File: src/conv_defines.svh
// ------------------------------------------------------------------
// Widths and block sizes of the convolution sequencer, included by
// the package and by every RTL file
// ------------------------------------------------------------------
`ifndef CONV_DEFINES_SVH
`define CONV_DEFINES_SVH

// Lanes per tile, also filters per batch
`define CONV_DIM 16

// Memory address width
`define CONV_ADDR_W 10

// Channel, filter and length fields of the configuration
`define CONV_CNT_W 10

// Derived lengths, wide enough for the padded input
`define CONV_LEN_W 12

// Channels held in weight memory per load
`define CONV_CH_BLOCK 64

// Input bank select, log2 of CONV_DIM
`define CONV_BANK_W 4

`endif
File: src/conv_pkg.sv
// ------------------------------------------------------------------
// Shared types of the convolution sequencer: layer configuration,
// derived geometry, address windows and sequencer states
// ------------------------------------------------------------------
`include "conv_defines.svh"

package conv_pkg;

    typedef logic [`CONV_ADDR_W-1:0] addr_t;
    typedef logic [`CONV_CNT_W-1:0]  cnt_t;
    typedef logic [`CONV_LEN_W-1:0]  len_t;
    typedef logic [`CONV_BANK_W-1:0] bank_t;

    // Layer configuration as presented with start
    typedef struct packed {
        logic [1:0] stride;
        logic [2:0] padding;
        logic [4:0] kernel_size;
        cnt_t       in_channels;
        cnt_t       filter_number;
        cnt_t       temporal_length;
    } conv_cfg_t;

    // Registered configuration plus derived loop bounds
    typedef struct packed {
        logic [1:0] stride;
        logic [2:0] padding;
        logic [4:0] kernel_size;
        cnt_t       in_channels;
        cnt_t       filter_number;
        cnt_t       temporal_length;
        logic [2:0] stride_eff;
        len_t       output_length;
        len_t       out_tiles;
        len_t       filter_batches;
    } conv_geom_t;

    // Inclusive address range for one memory
    typedef struct packed {
        addr_t start_addr;
        addr_t end_addr;
    } addr_win_t;

    typedef enum logic [4:0] {
        S_IDLE,
        S_WEIGHT_REQ,
        S_CHAN_SETUP,
        S_CHAN_SETTLE_A,
        S_CHAN_SETTLE_B,
        S_LOAD,
        S_RUN,
        S_DRAIN,
        S_TILE_INC,
        S_TILE_CHECK,
        S_TILE_SETUP,
        S_TILE_SETTLE,
        S_RESTART,
        S_CHAN_INC,
        S_CHAN_CHECK,
        S_BATCH_INC,
        S_BATCH_CHECK,
        S_DONE
    } seq_state_t;

endpackage

File: src/conv_ctrl_top.sv
// ------------------------------------------------------------------
// Top level of the 1D convolution sequencer: configuration capture,
// loop control and address generation
// ------------------------------------------------------------------
`timescale 1ns/1ps
`include "conv_defines.svh"

module conv_ctrl_top
    import conv_pkg::*;
(
    input  logic      clk,
    input  logic      rst,
    input  logic      start,
    input  conv_cfg_t cfg,
    input  logic      weight_ack,
    input  logic      load_done,
    input  logic      run_done,
    input  logic      drain_done,
    output logic      weight_req,
    output logic      load_en,
    output logic      load_restart,
    output logic      run_start,
    output logic      drain_en,
    output bank_t     bank_sel,
    output addr_win_t ifmap_win,
    output addr_win_t weight_win,
    output addr_win_t out_win,
    output logic      done_filter,
    output logic      done_all
);

    conv_geom_t geom;
    logic       busy;
    logic       chan_setup;
    logic       tile_setup;
    cnt_t       tile_idx;
    cnt_t       chan_idx;
    cnt_t       batch_idx;

    conv_cfg_regs u_cfg_regs (
        .clk   (clk),
        .rst   (rst),
        .start (start),
        .busy  (busy),
        .cfg   (cfg),
        .geom  (geom)
    );

    conv_loop_fsm u_loop_fsm (
        .clk          (clk),
        .rst          (rst),
        .start        (start),
        .geom         (geom),
        .weight_ack   (weight_ack),
        .load_done    (load_done),
        .run_done     (run_done),
        .drain_done   (drain_done),
        .busy         (busy),
        .weight_req   (weight_req),
        .load_en      (load_en),
        .load_restart (load_restart),
        .run_start    (run_start),
        .drain_en     (drain_en),
        .chan_setup   (chan_setup),
        .tile_setup   (tile_setup),
        .tile_idx     (tile_idx),
        .chan_idx     (chan_idx),
        .batch_idx    (batch_idx),
        .done_filter  (done_filter),
        .done_all     (done_all)
    );

    conv_addr_gen u_addr_gen (
        .clk        (clk),
        .rst        (rst),
        .geom       (geom),
        .chan_setup (chan_setup),
        .tile_setup (tile_setup),
        .tile_idx   (tile_idx),
        .chan_idx   (chan_idx),
        .batch_idx  (batch_idx),
        .bank_sel   (bank_sel),
        .ifmap_win  (ifmap_win),
        .weight_win (weight_win),
        .out_win    (out_win)
    );

endmodule

File: src/conv_addr_gen.sv
// ------------------------------------------------------------------
// Address windows and input bank select for the current channel and
// tile, updated one cycle after the sequencer strobes
// ------------------------------------------------------------------
`timescale 1ns/1ps
`include "conv_defines.svh"

module conv_addr_gen
    import conv_pkg::*;
(
    input  logic       clk,
    input  logic       rst,
    input  conv_geom_t geom,
    input  logic       chan_setup,
    input  logic       tile_setup,
    input  cnt_t       tile_idx,
    input  cnt_t       chan_idx,
    input  cnt_t       batch_idx,
    output bank_t      bank_sel,
    output addr_win_t  ifmap_win,
    output addr_win_t  weight_win,
    output addr_win_t  out_win
);

    addr_t              in_base;
    addr_t              out_base;
    addr_t              chan_in_base;
    addr_t              chan_w_base;
    addr_t              chan_out_base;
    logic [19:0]        tile_prod;
    logic signed [20:0] tile_pos;
    addr_t              tile_in_start;
    addr_t              tile_out_start;

    // ------------------------------------------------------------------
    // Channel bases
    // ------------------------------------------------------------------
    always_comb begin
        // DIM channels share one bank row and stack by temporal length
        chan_in_base  = addr_t'((chan_idx / `CONV_DIM) * geom.temporal_length);
        // Weight memory restarts every weight block
        chan_w_base   = addr_t'((chan_idx % `CONV_CH_BLOCK) * geom.kernel_size);
        chan_out_base = addr_t'(batch_idx * geom.output_length);
    end

    // ------------------------------------------------------------------
    // Tile start with the input position clamped into the channel
    // ------------------------------------------------------------------
    always_comb begin
        tile_prod = geom.kernel_size * tile_idx * geom.stride_eff;
        tile_pos  = $signed({1'b0, tile_prod}) - $signed({18'd0, geom.padding});
        if (tile_pos < 0) begin
            tile_in_start = in_base;
        end else if (tile_pos >= $signed({11'd0, geom.temporal_length})) begin
            tile_in_start = in_base + geom.temporal_length;
        end else begin
            tile_in_start = in_base + tile_pos[`CONV_ADDR_W-1:0];
        end
        tile_out_start = out_base + addr_t'(tile_idx * `CONV_DIM);
    end

    always_ff @(posedge clk or negedge rst) begin
        if (!rst) begin
            bank_sel   <= '0;
            in_base    <= '0;
            out_base   <= '0;
            ifmap_win  <= '0;
            weight_win <= '0;
            out_win    <= '0;
        end else if (chan_setup) begin
            bank_sel              <= bank_t'(chan_idx % `CONV_DIM);
            in_base               <= chan_in_base;
            out_base              <= chan_out_base;
            ifmap_win.start_addr  <= chan_in_base;
            ifmap_win.end_addr    <= chan_in_base + geom.temporal_length - 1'b1;
            weight_win.start_addr <= chan_w_base;
            weight_win.end_addr   <= chan_w_base + geom.kernel_size - 1'b1;
            out_win.start_addr    <= chan_out_base;
            out_win.end_addr      <= addr_t'(chan_out_base + geom.output_length - 1'b1);
        end else if (tile_setup) begin
            // Ends stay at the channel limits
            ifmap_win.start_addr <= tile_in_start;
            out_win.start_addr   <= tile_out_start;
        end
    end

    // Empty output range only occurs when the layer has no tiles
    // A clamped tile start may sit one past the input window end
    a_win_order: assert property (@(posedge clk) disable iff (!rst)
        (chan_setup || tile_setup) && (geom.out_tiles != '0) |=>
            ({1'b0, ifmap_win.end_addr} + 1'b1 >= {1'b0, ifmap_win.start_addr}) &&
            (weight_win.end_addr >= weight_win.start_addr) &&
            (out_win.end_addr >= out_win.start_addr))
        else $error("address window end below its start");

endmodule

File: src/conv_loop_fsm.sv
// ------------------------------------------------------------------
// Layer sequencer: batch, channel and tile loops around weight loads,
// tile loads, MAC runs and output drains
// ------------------------------------------------------------------
`timescale 1ns/1ps
`include "conv_defines.svh"

module conv_loop_fsm
    import conv_pkg::*;
(
    input  logic       clk,
    input  logic       rst,
    input  logic       start,
    input  conv_geom_t geom,
    input  logic       weight_ack,
    input  logic       load_done,
    input  logic       run_done,
    input  logic       drain_done,
    output logic       busy,
    output logic       weight_req,
    output logic       load_en,
    output logic       load_restart,
    output logic       run_start,
    output logic       drain_en,
    output logic       chan_setup,
    output logic       tile_setup,
    output cnt_t       tile_idx,
    output cnt_t       chan_idx,
    output cnt_t       batch_idx,
    output logic       done_filter,
    output logic       done_all
);

    seq_state_t state;
    seq_state_t state_nxt;

    // ------------------------------------------------------------------
    // Next state
    // ------------------------------------------------------------------
    always_comb begin
        state_nxt = state;
        case (state)
            S_IDLE: begin
                if (start) begin
                    state_nxt = S_WEIGHT_REQ;
                end
            end
            S_WEIGHT_REQ: begin
                if (weight_ack) begin
                    state_nxt = S_CHAN_SETUP;
                end
            end
            // No tiles means nothing to compute for this channel
            S_CHAN_SETUP: begin
                state_nxt = (geom.out_tiles == '0) ? S_CHAN_INC : S_CHAN_SETTLE_A;
            end
            S_CHAN_SETTLE_A: state_nxt = S_CHAN_SETTLE_B;
            S_CHAN_SETTLE_B: state_nxt = S_LOAD;
            S_LOAD: begin
                if (load_done) begin
                    state_nxt = S_RUN;
                end
            end
            S_RUN: begin
                if (run_done) begin
                    state_nxt = S_DRAIN;
                end
            end
            S_DRAIN: begin
                if (drain_done) begin
                    state_nxt = S_TILE_INC;
                end
            end
            S_TILE_INC: state_nxt = S_TILE_CHECK;
            S_TILE_CHECK: begin
                state_nxt = (len_t'(tile_idx) < geom.out_tiles) ? S_TILE_SETUP : S_CHAN_INC;
            end
            S_TILE_SETUP:  state_nxt = S_TILE_SETTLE;
            S_TILE_SETTLE: state_nxt = S_RESTART;
            S_RESTART:     state_nxt = S_LOAD;
            S_CHAN_INC:    state_nxt = S_CHAN_CHECK;
            // Count already advanced, so a zero remainder opens a new weight block
            S_CHAN_CHECK: begin
                if (chan_idx < geom.in_channels) begin
                    if ((chan_idx % `CONV_CH_BLOCK) == 0) begin
                        state_nxt = S_WEIGHT_REQ;
                    end else begin
                        state_nxt = S_CHAN_SETUP;
                    end
                end else begin
                    state_nxt = S_BATCH_INC;
                end
            end
            S_BATCH_INC: state_nxt = S_BATCH_CHECK;
            S_BATCH_CHECK: begin
                state_nxt = (len_t'(batch_idx) < geom.filter_batches) ? S_WEIGHT_REQ : S_DONE;
            end
            S_DONE:  state_nxt = S_IDLE;
            default: state_nxt = S_IDLE;
        endcase
    end

    always_ff @(posedge clk or negedge rst) begin
        if (!rst) begin
            state <= S_IDLE;
        end else begin
            state <= state_nxt;
        end
    end

    // ------------------------------------------------------------------
    // Loop counters
    // ------------------------------------------------------------------
    always_ff @(posedge clk or negedge rst) begin
        if (!rst) begin
            tile_idx  <= '0;
            chan_idx  <= '0;
            batch_idx <= '0;
        end else begin
            case (state)
                S_IDLE: begin
                    if (start) begin
                        tile_idx  <= '0;
                        chan_idx  <= '0;
                        batch_idx <= '0;
                    end
                end
                S_TILE_INC: tile_idx <= tile_idx + 1'b1;
                S_CHAN_INC: begin
                    chan_idx <= chan_idx + 1'b1;
                    tile_idx <= '0;
                end
                S_BATCH_INC: begin
                    batch_idx <= batch_idx + 1'b1;
                    chan_idx  <= '0;
                end
                default: ;
            endcase
        end
    end

    // Control levels and strobes decoded from the state
    assign busy         = (state != S_IDLE);
    assign weight_req   = (state == S_WEIGHT_REQ);
    assign chan_setup   = (state == S_CHAN_SETUP);
    assign tile_setup   = (state == S_TILE_SETUP);
    assign load_restart = (state == S_RESTART);
    assign load_en      = (state == S_LOAD);
    assign run_start    = (state == S_RUN);
    assign drain_en     = (state == S_DRAIN);
    assign done_filter  = (state == S_BATCH_CHECK);
    assign done_all     = (state == S_DONE);

    a_req_load_excl: assert property (@(posedge clk) disable iff (!rst)
        !(weight_req && load_en))
        else $error("weight request overlaps a tile load");

    a_done_pulse: assert property (@(posedge clk) disable iff (!rst)
        done_all |=> !done_all)
        else $error("done_all longer than one cycle");

    a_drain_tile: assert property (@(posedge clk) disable iff (!rst)
        drain_en |-> (len_t'(tile_idx) < geom.out_tiles))
        else $error("drain beyond the last output tile");

endmodule

File: src/conv_cfg_regs.sv
// ------------------------------------------------------------------
// Captures the layer configuration on start and holds the derived
// geometry for the sequencer and the address generator
// ------------------------------------------------------------------
`timescale 1ns/1ps
`include "conv_defines.svh"

module conv_cfg_regs
    import conv_pkg::*;
(
    input  logic       clk,
    input  logic       rst,
    input  logic       start,
    input  logic       busy,
    input  conv_cfg_t  cfg,
    output conv_geom_t geom
);

    logic       capture;
    logic [2:0] stride_eff;
    len_t       padded_len;
    len_t       output_length;
    len_t       out_tiles;
    len_t       filter_batches;

    assign capture = start && !busy;

    // Stride of zero behaves as one
    assign stride_eff = (cfg.stride == 2'd0) ? 3'd1 : {1'b0, cfg.stride};

    assign padded_len = len_t'(cfg.temporal_length) + (len_t'(cfg.padding) << 1);

    // Kernel longer than the padded input gives no outputs at all
    assign output_length = (padded_len >= len_t'(cfg.kernel_size)) ?
        (padded_len - len_t'(cfg.kernel_size)) / len_t'(stride_eff) + len_t'(1) : '0;

    assign out_tiles      = (output_length + len_t'(`CONV_DIM - 1)) / len_t'(`CONV_DIM);
    assign filter_batches = (len_t'(cfg.filter_number) + len_t'(`CONV_DIM - 1)) /
                            len_t'(`CONV_DIM);

    always_ff @(posedge clk or negedge rst) begin
        if (!rst) begin
            geom <= '0;
        end else if (capture) begin
            geom.stride          <= cfg.stride;
            geom.padding         <= cfg.padding;
            geom.kernel_size     <= cfg.kernel_size;
            geom.in_channels     <= cfg.in_channels;
            geom.filter_number   <= cfg.filter_number;
            geom.temporal_length <= cfg.temporal_length;
            geom.stride_eff      <= stride_eff;
            geom.output_length   <= output_length;
            geom.out_tiles       <= out_tiles;
            geom.filter_batches  <= filter_batches;
        end
    end

    // Geometry frozen for the whole layer once the sequencer is running
    a_geom_stable: assert property (@(posedge clk) disable iff (!rst)
        busy && $past(busy) |-> $stable(geom))
        else $error("geometry changed during a layer");

endmodule

File: config.mk
export PLATFORM = sky130hd
export DESIGN_NAME = conv_ctrl_top
export DESIGN_NICKNAME = d
export VERILOG_FILES = /design/src/conv_pkg.sv /design/src/conv_ctrl_top.sv /design/src/conv_addr_gen.sv /design/src/conv_loop_fsm.sv /design/src/conv_cfg_regs.sv
export VERILOG_INCLUDE_DIRS = /design/src /design/src/src
export SDC_FILE = /design/constraint.sdc
export NUM_CORES = 1
export LEC_CHECK = 0
export BUFFER_PORTS_ARGS = -buffer_cell sky130_fd_sc_hd__buf_2
export CAP_MARGIN = 20
export CORE_UTILIZATION = 40
export CTS_CLUSTER_SIZE = 12
export DETAILED_ROUTE_END_ITERATION = 8
export GPL_TIMING_DRIVEN = 0
export PLACE_DENSITY = 0.54
export SYNTH_ARGS = -nofsm -noshare
export SYNTH_HDL_FRONTEND = slang
export SYNTH_SLANG_ARGS = --single-unit
File: constraint.sdc
create_clock -name clk -period 19.7 [get_ports clk]
set_clock_uncertainty 0.1 [all_clocks]
set_input_delay 1.97 -clock clk [delete_from_list [all_inputs] [get_ports clk]]
set_output_delay 1.97 -clock clk [all_outputs]
set_load 0.01 [all_outputs]
; ---- Yosys cells after proc, flatten, opt, wreduce, memory -nomap -nowiden
; Cells that the tools add are included.
; W data, S select, Z words.
[word_totals]
word_cells = 112
regBits = 178
[op_classes]
div = 1
n_eq_ne = 22
magnitude_cmp = 6
n_mux = 23
n_mul = 5
n_reduce_logical = 16
addsub = 18
[op_table]
columns = op, count
row1 = $pmux W5 S16, 1
row2 = $mux W10, 7
row3 = $pmux W10 S3, 2
row4 = $add A10 B10 Y10, 5
row5 = $eq A5 B4 Y1 const B, 8
row6 = $logic_not A32 Y1, 1
row7 = $add A10 B1 Y10 const B, 3
row8 = $mux W5, 6
row9 = $sub A10 B1 Y10 const B, 3
row10 = $eq A5 B3 Y1 const B, 4
row11 = $lt A10 B8 Y1, 2
row12 = $pmux W10 S2, 1
row13 = $ge A19 B11 Y1, 1
row14 = $lt A19 B1 Y1 const B, 1
row15 = $sub A18 B3 Y19, 1
row16 = $mul A15 B3 Y18, 1
row17 = $mul A5 B10 Y15, 1
row18 = $add A12 B1 Y12 const B, 1
row19 = $add A12 B4 Y12 const B, 1
row20 = $div A12 B3 Y12, 1
row21 = $ge A12 B5 Y1, 1
row22 = $logic_not A12 Y1, 1
row23 = $mul A10 B12 Y10, 1
row24 = $mux W12, 1
row25 = other kinds (24), 36

; ---- Depth between registers and ports, before layout
[logic_depth]
word_depth = 8
mapped_depth = 108
depth_no_buf = 105

; ---- Hierarchy
; Synthesis repeated with hierarchy kept, for this count alone.
[hier_totals]
cells_unflattened = 2564
area_unflattened_um2 = 21410.5
[by_module_without_submodules]
columns = mod, instances, cells_per_inst, area_per_inst_um2, seq_area_each_um2
row1 = conv_addr_gen, 1, 1404, 12126.6, 2102.0
row2 = conv_cfg_regs, 1, 820, 6487.5, 1726.7
row3 = conv_loop_fsm, 1, 340, 2796.4, 875.8

; ---- Least setup slack after synthesis
; OpenSTA, ideal clock, no wires.
[synth_path]
path_type = input port to flip-flop
start = input cfg[1] (netlist name)
end = register, netlist name u_cfg_regs.geom[19]
path_buffers = 3
arrival_ns = 22.097
path_slack_ns = -2.622
t_required_ns = 19.475
cell_stages = 105
cell_sequence = ha_1 > inv_1 > fa_1 > xnor2_1 > ha_1 > a21o_1 > a21oi_1 > o21ai_1 > a2111oi_4 > o21ai_0 > inv_1 > ha_1 > o21ai_0 > a21oi_1 > ha_1 > o21ai_0 > nand2b_1 > a41o_1 > [69 not listed] > nor2_1 > a21oi_1 > ha_1 > a21oi_1 > and3_1 > and3_1 > o221ai_1 > a21oi_1 > o221ai_2 > buf_6 > ha_1 > or4_1 > inv_1 > nor3_1 > a32o_1 > and4_1 > xnor2_1 > mux2_2
[synth_via]
elab_chain_cells = 6
[synth_rtl]
columns = item, line_no
row1 = from (decl), conv_ctrl_top.sv:14  ; input conv_cfg_t cfg,
row2 = $add A10 B4 Y11 *, conv_cfg_regs.sv:31  ; assign padded_len = len_t'(cfg.temporal_length) + (len_t'(cfg.padding) << 1);
row3 = $sub A12 B5 Y12, conv_cfg_regs.sv:35  ; (padded_len - len_t'(cfg.kernel_size)) / len_t'(stride_eff) + len_t'(1) : '0;
row4 = $div A12 B3 Y12, conv_cfg_regs.sv:35
row5 = $add A12 B1 Y12, conv_cfg_regs.sv:35
row6 = $mux W12 *, conv_cfg_regs.sv:34  ; assign output_length = (padded_len >= len_t'(cfg.kernel_size)) ?
row7 = $add A12 B4 Y12 *, conv_cfg_regs.sv:37  ; assign out_tiles = (output_length + len_t'(`CONV_DIM - 1)) / len_t'(`CONV_DIM);
; Mark *: on every way between the ends. The rest lies on a longest branch, timed or not.
; A chain may end at the register's enable or synchronous reset.

; ---- Worst setup path in the final report
[layout_path]
start = input cfg[1] (netlist name)
end = register, netlist name u_cfg_regs.geom[19]
[layout_via]
elab_chain_cells = 6
[layout_rtl]
columns = item, line_no
row1 = $add A10 B4 Y11 *, conv_cfg_regs.sv:31
row2 = $sub A12 B5 Y12, conv_cfg_regs.sv:35
row3 = $div A12 B3 Y12, conv_cfg_regs.sv:35
row4 = $add A12 B1 Y12, conv_cfg_regs.sv:35
row5 = $mux W12 *, conv_cfg_regs.sv:34
row6 = $add A12 B4 Y12 *, conv_cfg_regs.sv:37
; Marks and branches as above.

==> results.md <==
- H-tree Lvls: 4
- Skew-Pair Late Insertion Delay: 0.45 ns
- Slew headroom: 0.287
- R2R Setup Slk: 8.64 ns
- Post-synth ARST share: 1.00
- DR iter-0 viols: 1076
- Total internal power: 2.10 mW
- Area Growth Syn to Fin: 18.3%
- Distinct cell type count after synthesis: 108
- Die height: 224 um
- Area of the mapped netlist: 19800 sq um
- Critical Path RT: 19.94 ns
- Vias: 17800
- Total overflow reported by the global router: 0
- Rows: 81
- Num ports: 118
- YS warnings: 0
- Setup TNS: 0 ns
- Post-Route WL: 59400 um
- Clock power share: 0.080
- CP startpoint: cfg[1]
- Flop pwr share: 0.131
- Crit path DAT: 19.77 ns
- Pwr per Cell Area: 192 nW/um^2
- TritonCTS Buffers: 17
- Starting Density: 0.405
- Final hold vios: 0
- Hpwl dp: 47600 um
- # setup viols final: 0
- Logic pwr share: 0.789
- Fmax: 0.0512 GHz
- Maxcap violations: 0
- Hold_sp: u_addr_gen.ifmap_win[7]$_DFFE_PN0P_
- Post-Layout Cell Count: 3350
- GR Util All Layers: 0.239
- Mapped Avg Cell Area: 8.10 sq um
- Port Buffers: 116
- Vias per cell: 5.31
- Largest net degree at the start of global routing: 96
- Hold Crit Class: register to register
- Total Nets Final: 3046
- Clk slew on worst S/H paths: 0.07 ns
- Maximum fanout along the worst path: 6
- Clock buffer depth: 2
- Die Width: 224 um
- Instance count of the mapped netlist: 2442
- Core area: 48800 sq um
- Slew Limit Fails: 0
- DRC viols: 0
- Run status: completed
- Layout cells sized above 1: 0.156
- Root Driver: clkbuf_16
- Worst path buffer plus inverter count: 13
- Worst path max stage delay: 0.52 ns
- Least-Margin Pin Slew: 1.07 ns
- CP Launch Type: input port
- Worst-case vdd ir drop: 0.206 mV
- Yosys reg bits: 174
- First-pass GRT wire length: 94200 um
- Number of synthesized flops with an enable pin: 0
- Main flop type after synthesis: dfrtp_1
- Die ar.: 50300 sq um
- Initial antenna violation count: 0
- Clock sinks: 174
- Antenna cells: 0
- Post-synthesis sequential area ratio: 0.220
- Number of global-route vias before repair: 17500
- Dpl cells: 3223
- Fill cells: 4904
- DRT Pass-1 Iters: 5
- Leakage: 11.5 nW
- Setup CP Type: input port to register
- RSZ-0062 raised after global routing: true
- WL/cell: 17.7 um
- Routability cong.: 0.903
- Tcrit/Tclk final: 0.991
- Remaining antenna violation count: 0
- FF-to-FF Start: u_cfg_regs.geom[73]$_DFFE_PN0P_
- CTS tree: built
- Sw Ratio: 0.532
- CP Capture Type: register
- CP delay by family, top: compound AO/OA/AOI/OAI gates
- CP dominant cell by count: ha_4
- Syn_nets: 2814
- Min Tclk post-route: 19.53 ns
- Slowest-stage cell, CP: or4_4
- Net Sw Power: 2.39 mW
## worst register-to-register path: cells and delay by family (launching register included)
family / cells / cell delay (ns)
multiplexers: 1 / 0.28
adder cells (fa/ha/maj): 7 / 3.09
AO/OA/AOI/OAI: 22 / 3.89
XOR/XNOR: 3 / 0.47
flip-flops: 1 / 0.46
buffers and inverters: 6 / 1.79
AND/OR/NAND/NOR: 6 / 0.86
## cells in the mapped netlist, drive strengths merged, types with 13 or more instances
cell,number,share of area
inv,320,0.061
o21ai,211,0.055
a31oi,17,0.0057
dfrtp,174,0.22
nand4,22,0.0073
ha,225,0.14
nand3,40,0.011
and2,69,0.022
o21bai,32,0.012
nor2b,20,0.0063
fa,100,0.10
nand2b,23,0.0073
nor2,140,0.027
nor3,37,0.0099
and3,17,0.0054
a21oi,115,0.031
a21o,43,0.016
nand2,381,0.073
xor2,56,0.025
clkbuf,75,0.014
xnor2,107,0.047
o21a,20,0.0076
or3,14,0.0049
mux2i,13,0.0072
nor4,17,0.0065
## power groups by stage
stage | Sequential [mW] | Combinational (mW) | Clock, mW
after floorplan | 0.577 | 2.36 | 0
after detailed placement | 0.595 | 3.18 | 0
after global routing | 0.605 | 3.92 | 0.379
final | 0.589 | 3.54 | 0.361
after global placement | 0.593 | 3.13 | 0
after CTS | 0.588 | 3.38 | 0.369
## per-stage QoR
| step | total power, mW | setup WS [ns] | utilization | area (sq um) | hold slack, ns |
|---|---|---|---|---|---|
| finish | 4.49 | 0.169 | 0.479 | 23400 | 0.369 |
| global route | 4.90 | -0.581 | 0.479 | 23400 | 0.403 |
| CTS | 4.33 | 0.00356 | 0.468 | 22800 | 0.378 |
| detailed placement | 3.77 | -4.48 | 0.440 | 21500 | 0.361 |
| global placement | 3.73 | -4.40 | 0.439 | 21500 | 0.346 |
| floorplan | 2.94 | -1.07 | - | 20000 | 0.340 |
## cell usage in the layout (no fill, tap or decap), types with 7 or more instances in the layout
master and n:
buf_4 97, clkbuf_16 17, inv_1 310, a21oi_2 10, and3_1 15, inv_2 9
xnor2_1 104, xor2_1 55, clkbuf_1 76, mux2i_1 11, o21bai_1 32, nand2b_1 21
o31ai_1 9, nor2_1 120, o21ai_1 13, nor2_2 8, or3_1 11, nand3_1 33
o21a_1 16, nor2_4 12, nor4_1 13, ha_4 13, ha_1 211, nand2_1 377
nor3_1 30, a21o_1 41, a21oi_1 99, o211ai_1 7, nand4_1 21, nor2b_1 19
and2_1 68, buf_2 112, fa_1 99, a31oi_1 15, dfrtp_1 174, o21ai_0 187
## flip-flops by register name, summed over array words and instances (netlist names)
signal / cells
u_loop_fsm.chan_idx: 10
u_addr_gen.ifmap_win: 20
u_addr_gen.out_win: 20
u_loop_fsm.state: 5
u_loop_fsm.batch_idx: 10
u_addr_gen.bank_sel: 4
u_addr_gen.out_base: 10
u_addr_gen.in_base: 10
u_addr_gen.weight_win: 20
u_loop_fsm.tile_idx: 10
u_cfg_regs.geom: 55
## cell families (layout without fill, tap and decap cells)
logic type / after synthesis / count (layout) / synth area share
AOI/OAI and AO/OA: 547 / 547 / 0.184
muxes: 18 / 18 / 0.0101
DFF: 174 / 174 / 0.220
buffers and inverters: 408 / 652 / 0.0798
adders and majority gates: 325 / 325 / 0.244
and+or+nand+nor: 807 / 807 / 0.190
xor gates and xnor gates: 163 / 163 / 0.0722
## routing by layer
| metal | share of wire | global-route usage | wire [um] | vias to the layer above |
|---|---|---|---|---|
| met1 | 0.46 | 0.326 | 27500 | 8686 |
| met5 | 0 | 0 | 0 | - |
| li1 | - | - | - | 8631 |
| met2 | 0.47 | 0.397 | 28000 | 410 |
| met4 | 0.019 | 0.0661 | 1140 | 0 |
| met3 | 0.045 | 0.0276 | 2700 | 58 |
## repair_timing
item	CTS	global route
hold buffers	0	0
endpoints found under the setup margin	18	18
pin swaps	47	66
gates resized for setup	53	60
buffers inserted	61	37
## layout make-up
type                    count  area, sq um  area share
clock inverters            11          158     0.00674
well taps                 664          831      0.0355
inverters                 321         1210      0.0516
plain buffers              85          358      0.0153
multi-input cells        1860        14600       0.625
clock buffers              20          447      0.0191
flip-flops and latches    174         4350       0.186
repair buffers            215         1410      0.0604
## worst paths after layout
check                                                             to  cells past startpoint
worst max-delay path                 u_cfg_regs.geom[19]$_DFFE_PN0P_                    102
worst min-delay path             u_addr_gen.ifmap_win[7]$_DFFE_PN0P_                      2
worst max register to register  u_addr_gen.ifmap_win[19]$_DFFE_PN0P_                     45
worst min register to register   u_addr_gen.ifmap_win[7]$_DFFE_PN0P_                      2
max in group asynchronous            u_cfg_regs.geom[42]$_DFFE_PN0P_                      2
min in group asynchronous          u_addr_gen.out_win[8]$_DFFE_PN0P_                      1
(Power assumes the default switching activity.)
